### src/hdl/uart_frame_pkg.sv
/*
 * Serial frame format for the UART. Only 8N1 is supported, so there is
 * no parity and always a single stop bit.
 */
package uart_frame_pkg;

    // Data bits per frame, sent LSB first
    localparam int unsigned UART_DATA_BITS = 8;

    // Smallest divider for which the receiver still finds the middle of a bit
    localparam int unsigned UART_DIV_MIN = 7;

    localparam int unsigned UART_BIT_IDX_W = $clog2(UART_DATA_BITS);
    localparam logic [UART_BIT_IDX_W-1:0] UART_LAST_BIT = UART_BIT_IDX_W'(UART_DATA_BITS - 1);

    typedef enum logic [1:0] {
        IDLE  = 2'h0,
        START = 2'h1,
        DATA  = 2'h2,
        STOP  = 2'h3
    } uart_tx_state_t;

    // One received byte and the result of its stop-bit check
    typedef struct packed {
        logic                      frame_err;
        logic [UART_DATA_BITS-1:0] data;
    } uart_rx_word_t;

endpackage

### src/hdl/uart_link_pkg.sv
/*
 * Sizing of the host side. The FIFO depth has to be a power of two so
 * that the pointers wrap without extra logic.
 */
package uart_link_pkg;

    // Width of the run-time baud divider
    localparam int unsigned UART_DIV_W = 32;

    // Entries in each of the tx and rx FIFOs
    localparam int unsigned UART_FIFO_DEPTH = 16;

    // Address width that belongs to UART_FIFO_DEPTH
    localparam int unsigned UART_FIFO_PTR_W = 4;

endpackage

### src/hdl/uart_fifo.sv
/*
 * Synchronous FIFO with a registered head word. Writes while full are
 * dropped and raise the sticky overrun flag. Reads while empty are ignored.
 */
`timescale 1ns/1ps

module uart_fifo
    import uart_link_pkg::*;
#(
    parameter type payload_t = logic [7:0]
) (
    input  logic     clk_i,
    input  logic     rst_n_i,
    input  logic     wr_i,
    input  payload_t wr_data_i,
    input  logic     rd_i,
    output payload_t rd_data_o,
    output logic     full_o,
    output logic     empty_o,
    output logic     overrun_o
);

    payload_t                   mem [UART_FIFO_DEPTH];
    logic [UART_FIFO_PTR_W-1:0] wr_ptr;
    logic [UART_FIFO_PTR_W-1:0] rd_ptr;
    logic [UART_FIFO_PTR_W-1:0] rd_ptr_nxt;
    logic [UART_FIFO_PTR_W:0]   count;
    logic                       do_wr;
    logic                       do_rd;

    assign do_wr      = wr_i && !full_o;
    assign do_rd      = rd_i && !empty_o;
    assign rd_ptr_nxt = rd_ptr + UART_FIFO_PTR_W'(do_rd);

    assign empty_o = (count == '0);
    assign full_o  = (count == (UART_FIFO_PTR_W + 1)'(UART_FIFO_DEPTH));

    always_ff @(posedge clk_i or negedge rst_n_i) begin
        if (!rst_n_i) begin
            wr_ptr    <= '0;
            rd_ptr    <= '0;
            count     <= '0;
            overrun_o <= 1'b0;
        end else begin
            wr_ptr    <= wr_ptr + UART_FIFO_PTR_W'(do_wr);
            rd_ptr    <= rd_ptr_nxt;
            count     <= count + (UART_FIFO_PTR_W + 1)'(do_wr) - (UART_FIFO_PTR_W + 1)'(do_rd);
            overrun_o <= overrun_o || (wr_i && full_o);
        end
    end

    // The head register follows the read pointer. A word written into the
    // slot that becomes the head bypasses the array
    always_ff @(posedge clk_i) begin
        if (do_wr) begin
            mem[wr_ptr] <= wr_data_i;
        end
        if (do_wr && (wr_ptr == rd_ptr_nxt)) begin
            rd_data_o <= wr_data_i;
        end else begin
            rd_data_o <= mem[rd_ptr_nxt];
        end
    end

endmodule

### src/hdl/uart_rx.sv
/*
 * 8N1 receiver with mid-bit sampling. The divider must be at least
 * UART_DIV_MIN. A low stop bit is flagged, and the word is still delivered.
 */
`timescale 1ns/1ps

module uart_rx
    import uart_frame_pkg::*;
    import uart_link_pkg::*;
(
    input  logic                  clk_i,
    input  logic                  rst_n_i,
    input  logic                  rx_i,
    input  logic [UART_DIV_W-1:0] baud_div_i,
    output uart_rx_word_t         rx_word_o,
    output logic                  rx_word_vld_o
);

    typedef enum logic [1:0] {
        RX_IDLE  = 2'h0,
        RX_START = 2'h1,
        RX_DATA  = 2'h2,
        RX_STOP  = 2'h3
    } rx_state_t;

    rx_state_t                 state;
    logic                      rx_meta;
    logic                      rx_sync;
    logic                      rx_prev;
    logic                      fall;
    logic [UART_DIV_W-1:0]     baud_cnt;
    logic [UART_DIV_W-1:0]     half_div;
    logic                      half_stb;
    logic                      bit_stb;
    logic [UART_BIT_IDX_W-1:0] bit_idx;
    logic [UART_DATA_BITS-1:0] shift_q;

    ////////////////////////////////////////////////////////////////////////////
    // Input synchronizer and start edge
    ////////////////////////////////////////////////////////////////////////////

    always_ff @(posedge clk_i or negedge rst_n_i) begin
        if (!rst_n_i) begin
            rx_meta <= 1'b1;
            rx_sync <= 1'b1;
            rx_prev <= 1'b1;
        end else begin
            rx_meta <= rx_i;
            rx_sync <= rx_meta;
            rx_prev <= rx_sync;
        end
    end

    // A real high to low edge is needed, so a line stuck low after a bad
    // stop bit does not start another frame
    assign fall = rx_prev && !rx_sync;

    ////////////////////////////////////////////////////////////////////////////
    // Sample timing
    ////////////////////////////////////////////////////////////////////////////

    assign half_div = baud_div_i >> 1;
    assign half_stb = (state == RX_START) && (baud_cnt == half_div);
    assign bit_stb  = ((state == RX_DATA) || (state == RX_STOP)) && (baud_cnt == baud_div_i);

    always_ff @(posedge clk_i or negedge rst_n_i) begin
        if (!rst_n_i) begin
            baud_cnt <= '0;
        end else if ((state == RX_IDLE) || half_stb || bit_stb) begin
            baud_cnt <= '0;
        end else begin
            baud_cnt <= baud_cnt + 1'b1;
        end
    end

    ////////////////////////////////////////////////////////////////////////////
    // Frame sequencing
    ////////////////////////////////////////////////////////////////////////////

    always_ff @(posedge clk_i or negedge rst_n_i) begin
        if (!rst_n_i) begin
            state         <= RX_IDLE;
            bit_idx       <= '0;
            rx_word_vld_o <= 1'b0;
        end else begin
            rx_word_vld_o <= (state == RX_STOP) && bit_stb;
            case (state)
                RX_IDLE: begin
                    if (fall) begin
                        state <= RX_START;
                    end
                end
                RX_START: begin
                    // Line back high at mid start bit means it was a glitch
                    if (half_stb) begin
                        state   <= rx_sync ? RX_IDLE : RX_DATA;
                        bit_idx <= '0;
                    end
                end
                RX_DATA: begin
                    if (bit_stb) begin
                        if (bit_idx == UART_LAST_BIT) begin
                            state <= RX_STOP;
                        end else begin
                            bit_idx <= bit_idx + 1'b1;
                        end
                    end
                end
                RX_STOP: begin
                    if (bit_stb) begin
                        state <= RX_IDLE;
                    end
                end
                default: begin
                    state <= RX_IDLE;
                end
            endcase
        end
    end

    // Bits arrive LSB first and enter at the top of the shifter
    always_ff @(posedge clk_i) begin
        if ((state == RX_DATA) && bit_stb) begin
            shift_q <= {rx_sync, shift_q[UART_DATA_BITS-1:1]};
        end
        if ((state == RX_STOP) && bit_stb) begin
            rx_word_o.data      <= shift_q;
            rx_word_o.frame_err <= !rx_sync;
        end
    end

endmodule

### src/hdl/uart_top.sv
/*
 * UART with a transmit and a receive FIFO. The host must not write while
 * tx_full_o is high. Received words that find the rx FIFO full are lost.
 */
`timescale 1ns/1ps

module uart_top
    import uart_frame_pkg::*;
    import uart_link_pkg::*;
(
    input  logic                      clk_i,
    input  logic                      rst_n_i,
    input  logic [UART_DIV_W-1:0]     baud_div_i,
    input  logic                      tx_wr_i,
    input  logic [UART_DATA_BITS-1:0] tx_data_i,
    input  logic                      rx_i,
    input  logic                      rx_rd_i,
    output logic                      tx_o,
    output logic                      tx_full_o,
    output logic                      rx_empty_o,
    output logic [UART_DATA_BITS-1:0] rx_data_o,
    output logic                      rx_frame_err_o,
    output logic                      rx_overrun_o
);

    logic [UART_DATA_BITS-1:0] tx_head;
    logic                      tx_empty;
    logic                      tx_fifo_vld;
    logic                      tx_ack;
    uart_rx_word_t             rx_word;
    logic                      rx_word_vld;
    uart_rx_word_t             rx_head;

    ////////////////////////////////////////////////////////////////////////////
    // Transmit path
    ////////////////////////////////////////////////////////////////////////////

    uart_fifo #(
        .payload_t (logic [UART_DATA_BITS-1:0])
    ) u_tx_fifo (
        .clk_i     (clk_i),
        .rst_n_i   (rst_n_i),
        .wr_i      (tx_wr_i),
        .wr_data_i (tx_data_i),
        .rd_i      (tx_ack),
        .rd_data_o (tx_head),
        .full_o    (tx_full_o),
        .empty_o   (tx_empty),
        .overrun_o ()
    );

    assign tx_fifo_vld = !tx_empty;

    uart_tx u_tx (
        .clk_i         (clk_i),
        .rst_n_i       (rst_n_i),
        .tx_data_i     (tx_head),
        .tx_data_vld_i (tx_fifo_vld),
        .baud_div_i    (baud_div_i),
        .tx_o          (tx_o),
        .tx_ack_o      (tx_ack)
    );

    ////////////////////////////////////////////////////////////////////////////
    // Receive path
    ////////////////////////////////////////////////////////////////////////////

    uart_rx u_rx (
        .clk_i         (clk_i),
        .rst_n_i       (rst_n_i),
        .rx_i          (rx_i),
        .baud_div_i    (baud_div_i),
        .rx_word_o     (rx_word),
        .rx_word_vld_o (rx_word_vld)
    );

    uart_fifo #(
        .payload_t (uart_rx_word_t)
    ) u_rx_fifo (
        .clk_i     (clk_i),
        .rst_n_i   (rst_n_i),
        .wr_i      (rx_word_vld),
        .wr_data_i (rx_word),
        .rd_i      (rx_rd_i),
        .rd_data_o (rx_head),
        .full_o    (),
        .empty_o   (rx_empty_o),
        .overrun_o (rx_overrun_o)
    );

    assign rx_data_o      = rx_head.data;
    assign rx_frame_err_o = rx_head.frame_err;

endmodule

### src/hdl/uart_tx.sv
/*
 * 8N1 transmitter. A bit lasts baud_div_i + 1 clocks and the divider must not
 * change during a frame. A waiting byte is taken at the end of the stop bit.
 */
`timescale 1ns/1ps

module uart_tx
    import uart_frame_pkg::*;
    import uart_link_pkg::*;
(
    input  logic                      clk_i,
    input  logic                      rst_n_i,
    input  logic [UART_DATA_BITS-1:0] tx_data_i,
    input  logic                      tx_data_vld_i,
    input  logic [UART_DIV_W-1:0]     baud_div_i,
    output logic                      tx_o,
    output logic                      tx_ack_o
);

    uart_tx_state_t            state;
    logic [UART_DIV_W-1:0]     baud_cnt;
    logic                      bit_stb;
    logic                      capture;
    logic [UART_BIT_IDX_W-1:0] bit_idx;
    logic [UART_DATA_BITS-1:0] shift_q;

    ////////////////////////////////////////////////////////////////////////////
    // Baud timing
    ////////////////////////////////////////////////////////////////////////////

    // Strobe on the last clock of every bit period
    assign bit_stb = (state != IDLE) && (baud_cnt == baud_div_i);

    always_ff @(posedge clk_i or negedge rst_n_i) begin
        if (!rst_n_i) begin
            baud_cnt <= '0;
        end else if ((state == IDLE) || bit_stb) begin
            baud_cnt <= '0;
        end else begin
            baud_cnt <= baud_cnt + 1'b1;
        end
    end

    ////////////////////////////////////////////////////////////////////////////
    // Frame sequencing
    ////////////////////////////////////////////////////////////////////////////

    // A byte is taken when idle, or at the end of STOP so frames run back to back
    assign capture  = tx_data_vld_i && ((state == IDLE) || ((state == STOP) && bit_stb));
    assign tx_ack_o = capture;

    // The line register changes on the same edge as the state
    always_ff @(posedge clk_i or negedge rst_n_i) begin
        if (!rst_n_i) begin
            state   <= IDLE;
            bit_idx <= '0;
            tx_o    <= 1'b1;
        end else begin
            case (state)
                IDLE: begin
                    if (capture) begin
                        state <= START;
                        tx_o  <= 1'b0;
                    end
                end
                START: begin
                    if (bit_stb) begin
                        state   <= DATA;
                        bit_idx <= '0;
                        tx_o    <= shift_q[0];
                    end
                end
                DATA: begin
                    if (bit_stb) begin
                        if (bit_idx == UART_LAST_BIT) begin
                            state <= STOP;
                            tx_o  <= 1'b1;
                        end else begin
                            bit_idx <= bit_idx + 1'b1;
                            tx_o    <= shift_q[1];
                        end
                    end
                end
                STOP: begin
                    if (capture) begin
                        state <= START;
                        tx_o  <= 1'b0;
                    end else if (bit_stb) begin
                        state <= IDLE;
                        tx_o  <= 1'b1;
                    end
                end
                default: begin
                    state <= IDLE;
                    tx_o  <= 1'b1;
                end
            endcase
        end
    end

    // Bit 0 of the shifter is always the bit now on the line
    always_ff @(posedge clk_i) begin
        if (capture) begin
            shift_q <= tx_data_i;
        end else if ((state == DATA) && bit_stb) begin
            shift_q <= shift_q >> 1;
        end
    end

endmodule

### config.mk
export PLATFORM = sky130hd
export DESIGN_NAME = uart_top
export DESIGN_NICKNAME = d
export VERILOG_FILES = /design/src/hdl/uart_frame_pkg.sv /design/src/hdl/uart_link_pkg.sv /design/src/hdl/uart_fifo.sv /design/src/hdl/uart_rx.sv /design/src/hdl/uart_top.sv /design/src/hdl/uart_tx.sv
export SDC_FILE = /design/constraint.sdc
export NUM_CORES = 1
export LEC_CHECK = 0
export ABC_CLOCK_PERIOD_IN_PS = 3300
export BUFFER_PORTS_ARGS = -buffer_cell sky130_fd_sc_hd__buf_2
export CAP_MARGIN = 20
export CORE_UTILIZATION = 23
export CTS_CLUSTER_SIZE = 24
export DETAILED_ROUTE_END_ITERATION = 10
export SKIP_CTS_REPAIR_TIMING = 1
export SYNTH_ARGS = -nofsm -noshare
export SYNTH_HDL_FRONTEND = slang
export SYNTH_SLANG_ARGS = --single-unit
export TNS_END_PERCENT = 100
### constraint.sdc
create_clock -name clk_i -period 3.3 [get_ports clk_i]
set_input_delay 0.495 -clock clk_i [delete_from_list [all_inputs] [get_ports clk_i]]
set_output_delay 0.495 -clock clk_i [all_outputs]
set_load 0.02 [all_outputs]
# Word-level counts from Yosys, hierarchy flattened
# Memory sizes are Yosys's and may differ from the RTL's. A register that Yosys moved wholly into a read port is not among the register bits.
# Cells that the tools add are included.
# totals
reg_bits,131
out_inout_bits,13
ramBits,272
memories,2
rom_bits,0
latchBits,0
word_cells,136
# memory_table
name,words,word_bits,rd,rd_ports_with_merged_regs,write_ports,line_no,rtl
u_rx_fifo.mem,16,9,1,1,1,uart_fifo.sv:23,payload_t mem [UART_FIFO_DEPTH];
u_tx_fifo.mem,16,8,1,1,1,uart_fifo.sv:23,
# op_classes
n_mul,0
eq_ne,25
order_cmp,0
n_mux,37
reduce_logical,38
bitwise,0
div_mod_pow,0
n_shift,0
addsub,12
# op_table
op,n
$add A32 B1 Y32 const B,2
$eq A32 B32 Y1,2
$mux W32,2
$eq A32 B31 Y1,1
$mux W2,12
$mux W3,6
$add A4 B1 Y4,4
$mux W8,2
$ne A2 B1 Y1 const B,8
$pmux W2 S4,2
$logic_and A1 B1 Y1,14
$pmux W3 S2,2
$reduce_and A4 Y1,3
$add A5 B1 Y5,2
$eq A5 B5 Y1 const B,2
$logic_not A5 Y1,2
$mux W1,10
$reduce_and A5 Y1,2
$sub A5 B1 Y5,2
$eq A2 B2 Y1 const B,4
$reduce_bool A2 Y1,4
$add A3 B1 Y3 const B,2
$eq A3 B3 Y1 const B,2
$logic_or A1 B1 Y1,6
other kinds (6),14

# Logic depth before layout (Yosys ltp)
# logic_depth
word_depth,7
ltp_mapped,16

# Hierarchy
# From an unflattened synthesis, not the netlist that was laid out.
# hier_totals
hier_cells,1166
hier_area_um2,18118.6
# by_module_without_submodules
mod,n_inst,area_each_um2,cells_per_inst
uart_fifo at u_rx_fifo,1,6392.4,305
uart_fifo at u_tx_fifo,1,5784.3,281
uart_rx,1,3259.4,315
uart_tx,1,2678.8,264
uart_top,1,3.8,1

# Worst setup path after synthesis
# OpenSTA, ideal clock, no wires.
# synth_path
path_type,in2reg
start,in baud_div_i[22]
end,reg u_tx_fifo.count[4]
t_arrival_ns,2.847
path_slack_ns,0.328
path_stages,15
path_buffers,0
required_ns,3.175
path_cell_list,xnor2_1 > nand4_1 > nor4_4 > a41oi_2 > nor2_8 > ha_1 > inv_1 > ha_1 > inv_1 > fa_1 > inv_1 > a21oi_1 > nor2_1 > nor2_1 > xnor2_1
# synth_via
elab_chain_cells,7
# synth_rtl
element,line_no,rtl
from (decl),uart_top.sv:13,"input logic [UART_DIV_W-1:0] baud_div_i,"
$eq A32 B32 Y1,uart_tx.sv:32,assign bit_stb = (state != IDLE) && (baud_cnt == baud_div_i);
$logic_and A1 B1 Y1,uart_tx.sv:32,
$logic_and A1 B1 Y1,uart_tx.sv:49,assign capture = tx_data_vld_i && ((state == IDLE) || ((state == STOP) && bit_stb));
$logic_or A1 B1 Y1,uart_tx.sv:49,
$logic_and A1 B1 Y1,uart_tx.sv:49,
$logic_and A1 B1 Y1,uart_fifo.sv:32,assign do_rd = rd_i && !empty_o;
$sub A5 B1 Y5,uart_fifo.sv:47,count <= count + (UART_FIFO_PTR_W + 1)'(do_wr) - (UART_FIFO_PTR_W + 1)'(do_rd);
to (signal assigned),uart_fifo.sv:47,
to (decl),uart_fifo.sv:27,logic [UART_FIFO_PTR_W:0] count;
# No other way between the ends.
# A chain may end at the register's enable or synchronous reset.

==> flow_summary.toml <==
[worst_setup_path]
cp.required_ps = 2800
crit_path_max_fanout = 28
ff2ff_setup_slack_ps = 290
critPathArrivalTime_ps = 2540
worst_r2r_path_depth = 15
r2r-start = "u_tx.baud_cnt[15]"
endpoint = "rx_data_o[0]"
endpoint_kind = "primary output"
critPathLaunchType = "flop"
r2r-end = "u_tx_fifo.count[4]"
worstSetupPathType = "flop to primary output"

[sta]
worst_slew_pin_slew_ps = 852
hold_violations = 0
fin_crit_ps = 3040
rsz0062_at_grt = "no"
finalSetupViolations = 0
setup_tns_ps = 0
max_slew_margin_pct = 43.0
final.setup.worst_slack_ps = 264
slew_viol_final = 0
fmax_ghz = 0.329
min_period_over_period_pct = 92.0
finalClockSkew_ps = 19.8
holdWs_ps = 297

[synthesis]
synth_cells = 1122
synth_mux_area_share_pct = 11.8
synth_top_area_share_pct = 49.7
synth_top_family_by_area = "multiplexers"
ys_ff_latch = 411
synth-async-reset-ratio_pct = 25.8
syn_nets = 1200
synth-xor-area-share_pct = 8.15
synth_adder_area_share_pct = 2.39
yosysUniqueCellTypes = 60
synth_area_leaders = "edfxtp_1, dfrtp_1, mux4_2, xnor2_1, mux4_1"
yosysSeqAreaShare_pct = 65.4
synth_area_um2 = 17900
synth_flop_cell = "edfxtp_1"
synth_compound_area_share_pct = 1.58
synthSimpleGateAreaFrac_pct = 8.63
synth.avg_cell_area_um2 = 16.0
synth_edf_count = 297
synth_area_leader_cell = "edfxtp_1"
yosys_warnings = 0

[floorplanning]
initial_utilization_pct = 23.2
ios = 58
dieArea_um2 = 79100
die_h_um = 281
core_um2 = 77300
rows = 102
die_x_um = 281

[min_path]
hold_class = "primary input to flop"

[cells_and_area]
fin_util_pct = 27.3
diodes = 0
layout_common_cells = "edfxtp_1, xnor2_1, nor2_1, dfrtp_1, mux4_2"
fin_cells = 2294
seq_area_um2 = 11700
fin_area_um2 = 21100
multi_input_area_um2 = 5840
final_nets = 1300
fillers = 7842
drive_gt1_share_pct = 20.5
syn_to_final_growth_pct = 17.6
final_common_cell = "edfxtp_1"

[clock_network]
cts.sink_count = 411
clockBufferDepth = 3
htreeDepth = 2
clk_latency_ps = 580
cts_buffers = 43
clk_pin_slew_ps = 60
cts_root_buf = "clkbuf_16"
cts_tree = "yes"

[pwr]
power.density_nw_per_um2 = 654
p_total_mw = 13.8
leakagePower_nw = 7.35
ir_drop_mv = 0.440

[route]
wl_mm = 37.2
vias_per_cell = 4.19
ant_nets = 0
dr.pass1.iters = 5
vias = 9623
drt_iter0_drc = 672
detail_route.wl_per_cell_um = 16.2
drc_errors = 0

[grt]
met3_usage_pct = 1.90
grt_antenna_before_repair = 0
grt_overflow = 0
grt_max_degree = 58
grt_pass1_wl_mm = 57.8
busiest_layer = "met2"
grt_pass1_vias = 9717
met2_usage_pct = 15.4
grt_use_total_pct = 9.47
grt_use_met1_pct = 12.7

[placed_design]
io_buffers = 57
placed_cells = 2215
globalplace.congestion = 0.844
dpl_cell_area_um2 = 19700
dpl.hpwl_mm = 25.8
pre_cts_ws_ps = 68.0

[status]
status = "finished, final reports clean"

[run]
maxCapViolations = 0
==> synthesized netlist by cell type, types with 4 or more instances <==
cell        n
o21ai_0     8
dfstp_2     4
nand2_1    34
nor4_1      5
nand3b_1    4
buf_1       7
a22o_1      4
inv_1      27
mux2_4      7
clkbuf_1   19
nand2b_1    7
dfxtp_1     8
nand4_1    39
nor2_1    110
a21oi_1    11
and4_1     12
and2_1      4
nor3_1     10
dfrtp_1   102
xnor2_1   119
buf_2      21
ha_1       31
nor2b_1     7
nand3_1    34
and3_1     12
or3_1       4
edfxtp_1  297
mux4_2     69
xor2_1     48
mux4_1     16
==> per-layer routing <==
metal / wire length (um) / part of all wire [%] / vias to the layer above
met3: 1610 / 4.3 / 54
met2: 18000 / 49 / 191
li1: - / - / 4426
met4: 706 / 1.9 / 0
met1: 16800 / 45 / 4952
met5: 0 / 0 / -
==> state kept, by name, summed over array words and instances (netlist names), 8 cells and up, named ones only <==
signal          cells
u_rx.baud_cnt      32
u_rx.rx_word_o      9
u_rx.shift_q        8
u_rx_fifo.mem     144
u_tx.baud_cnt      32
u_tx.shift_q        8
u_tx_fifo.mem     128
==> area by class of cell <==
class	count	area share, %
Clock buffer	50	5.22
Clock inverter	27	1.38
Inverter	27	0.480
Multi-Input combinational cell	631	27.7
Sequential cell	411	55.6
Tap cell	1040	6.17
Timing Repair Buffer	108	3.44
==> worst min path at each step <==
stage / startpoint / endpoint / cells after the start
floorplan: rst_n_i / async pin / 0
global placement: u_rx.rx_meta / u_rx.rx_sync / 0
detailed placement: u_rx.rx_meta / u_rx.rx_sync / 0
CTS: rst_n_i / u_rx.baud_cnt[28] / 1
global route: tx_data_i[4] / u_tx_fifo.mem[5][4] / 1
finish: tx_data_i[2] / u_tx_fifo.mem[4][2] / 1
==> critical path: stages (launching register included) <==
cell     delay, ps
dfxtp_1        630
buf_12         260
mux4_2         370
mux4_2         520
buf_2          190
==> where the power goes <==
group	total [mW]	internal (mW)	switching, mW	leakage (nW)
registers	6.25	5.89	0.360	4.14
clock network	4.77	2.73	2.03	0.664
logic	2.78	1.42	1.36	2.55
==> logic make-up after synthesis <==
family                     after synthesis
adders and majority gates               33
and+or+nand+nor                        295
xor gates and xnor gates               167
muxes                                   95
AOI/OAI and AO/OA                       41
buffers and inverters                   80
DFF                                    411
Power figures use the tool's default switching activity.
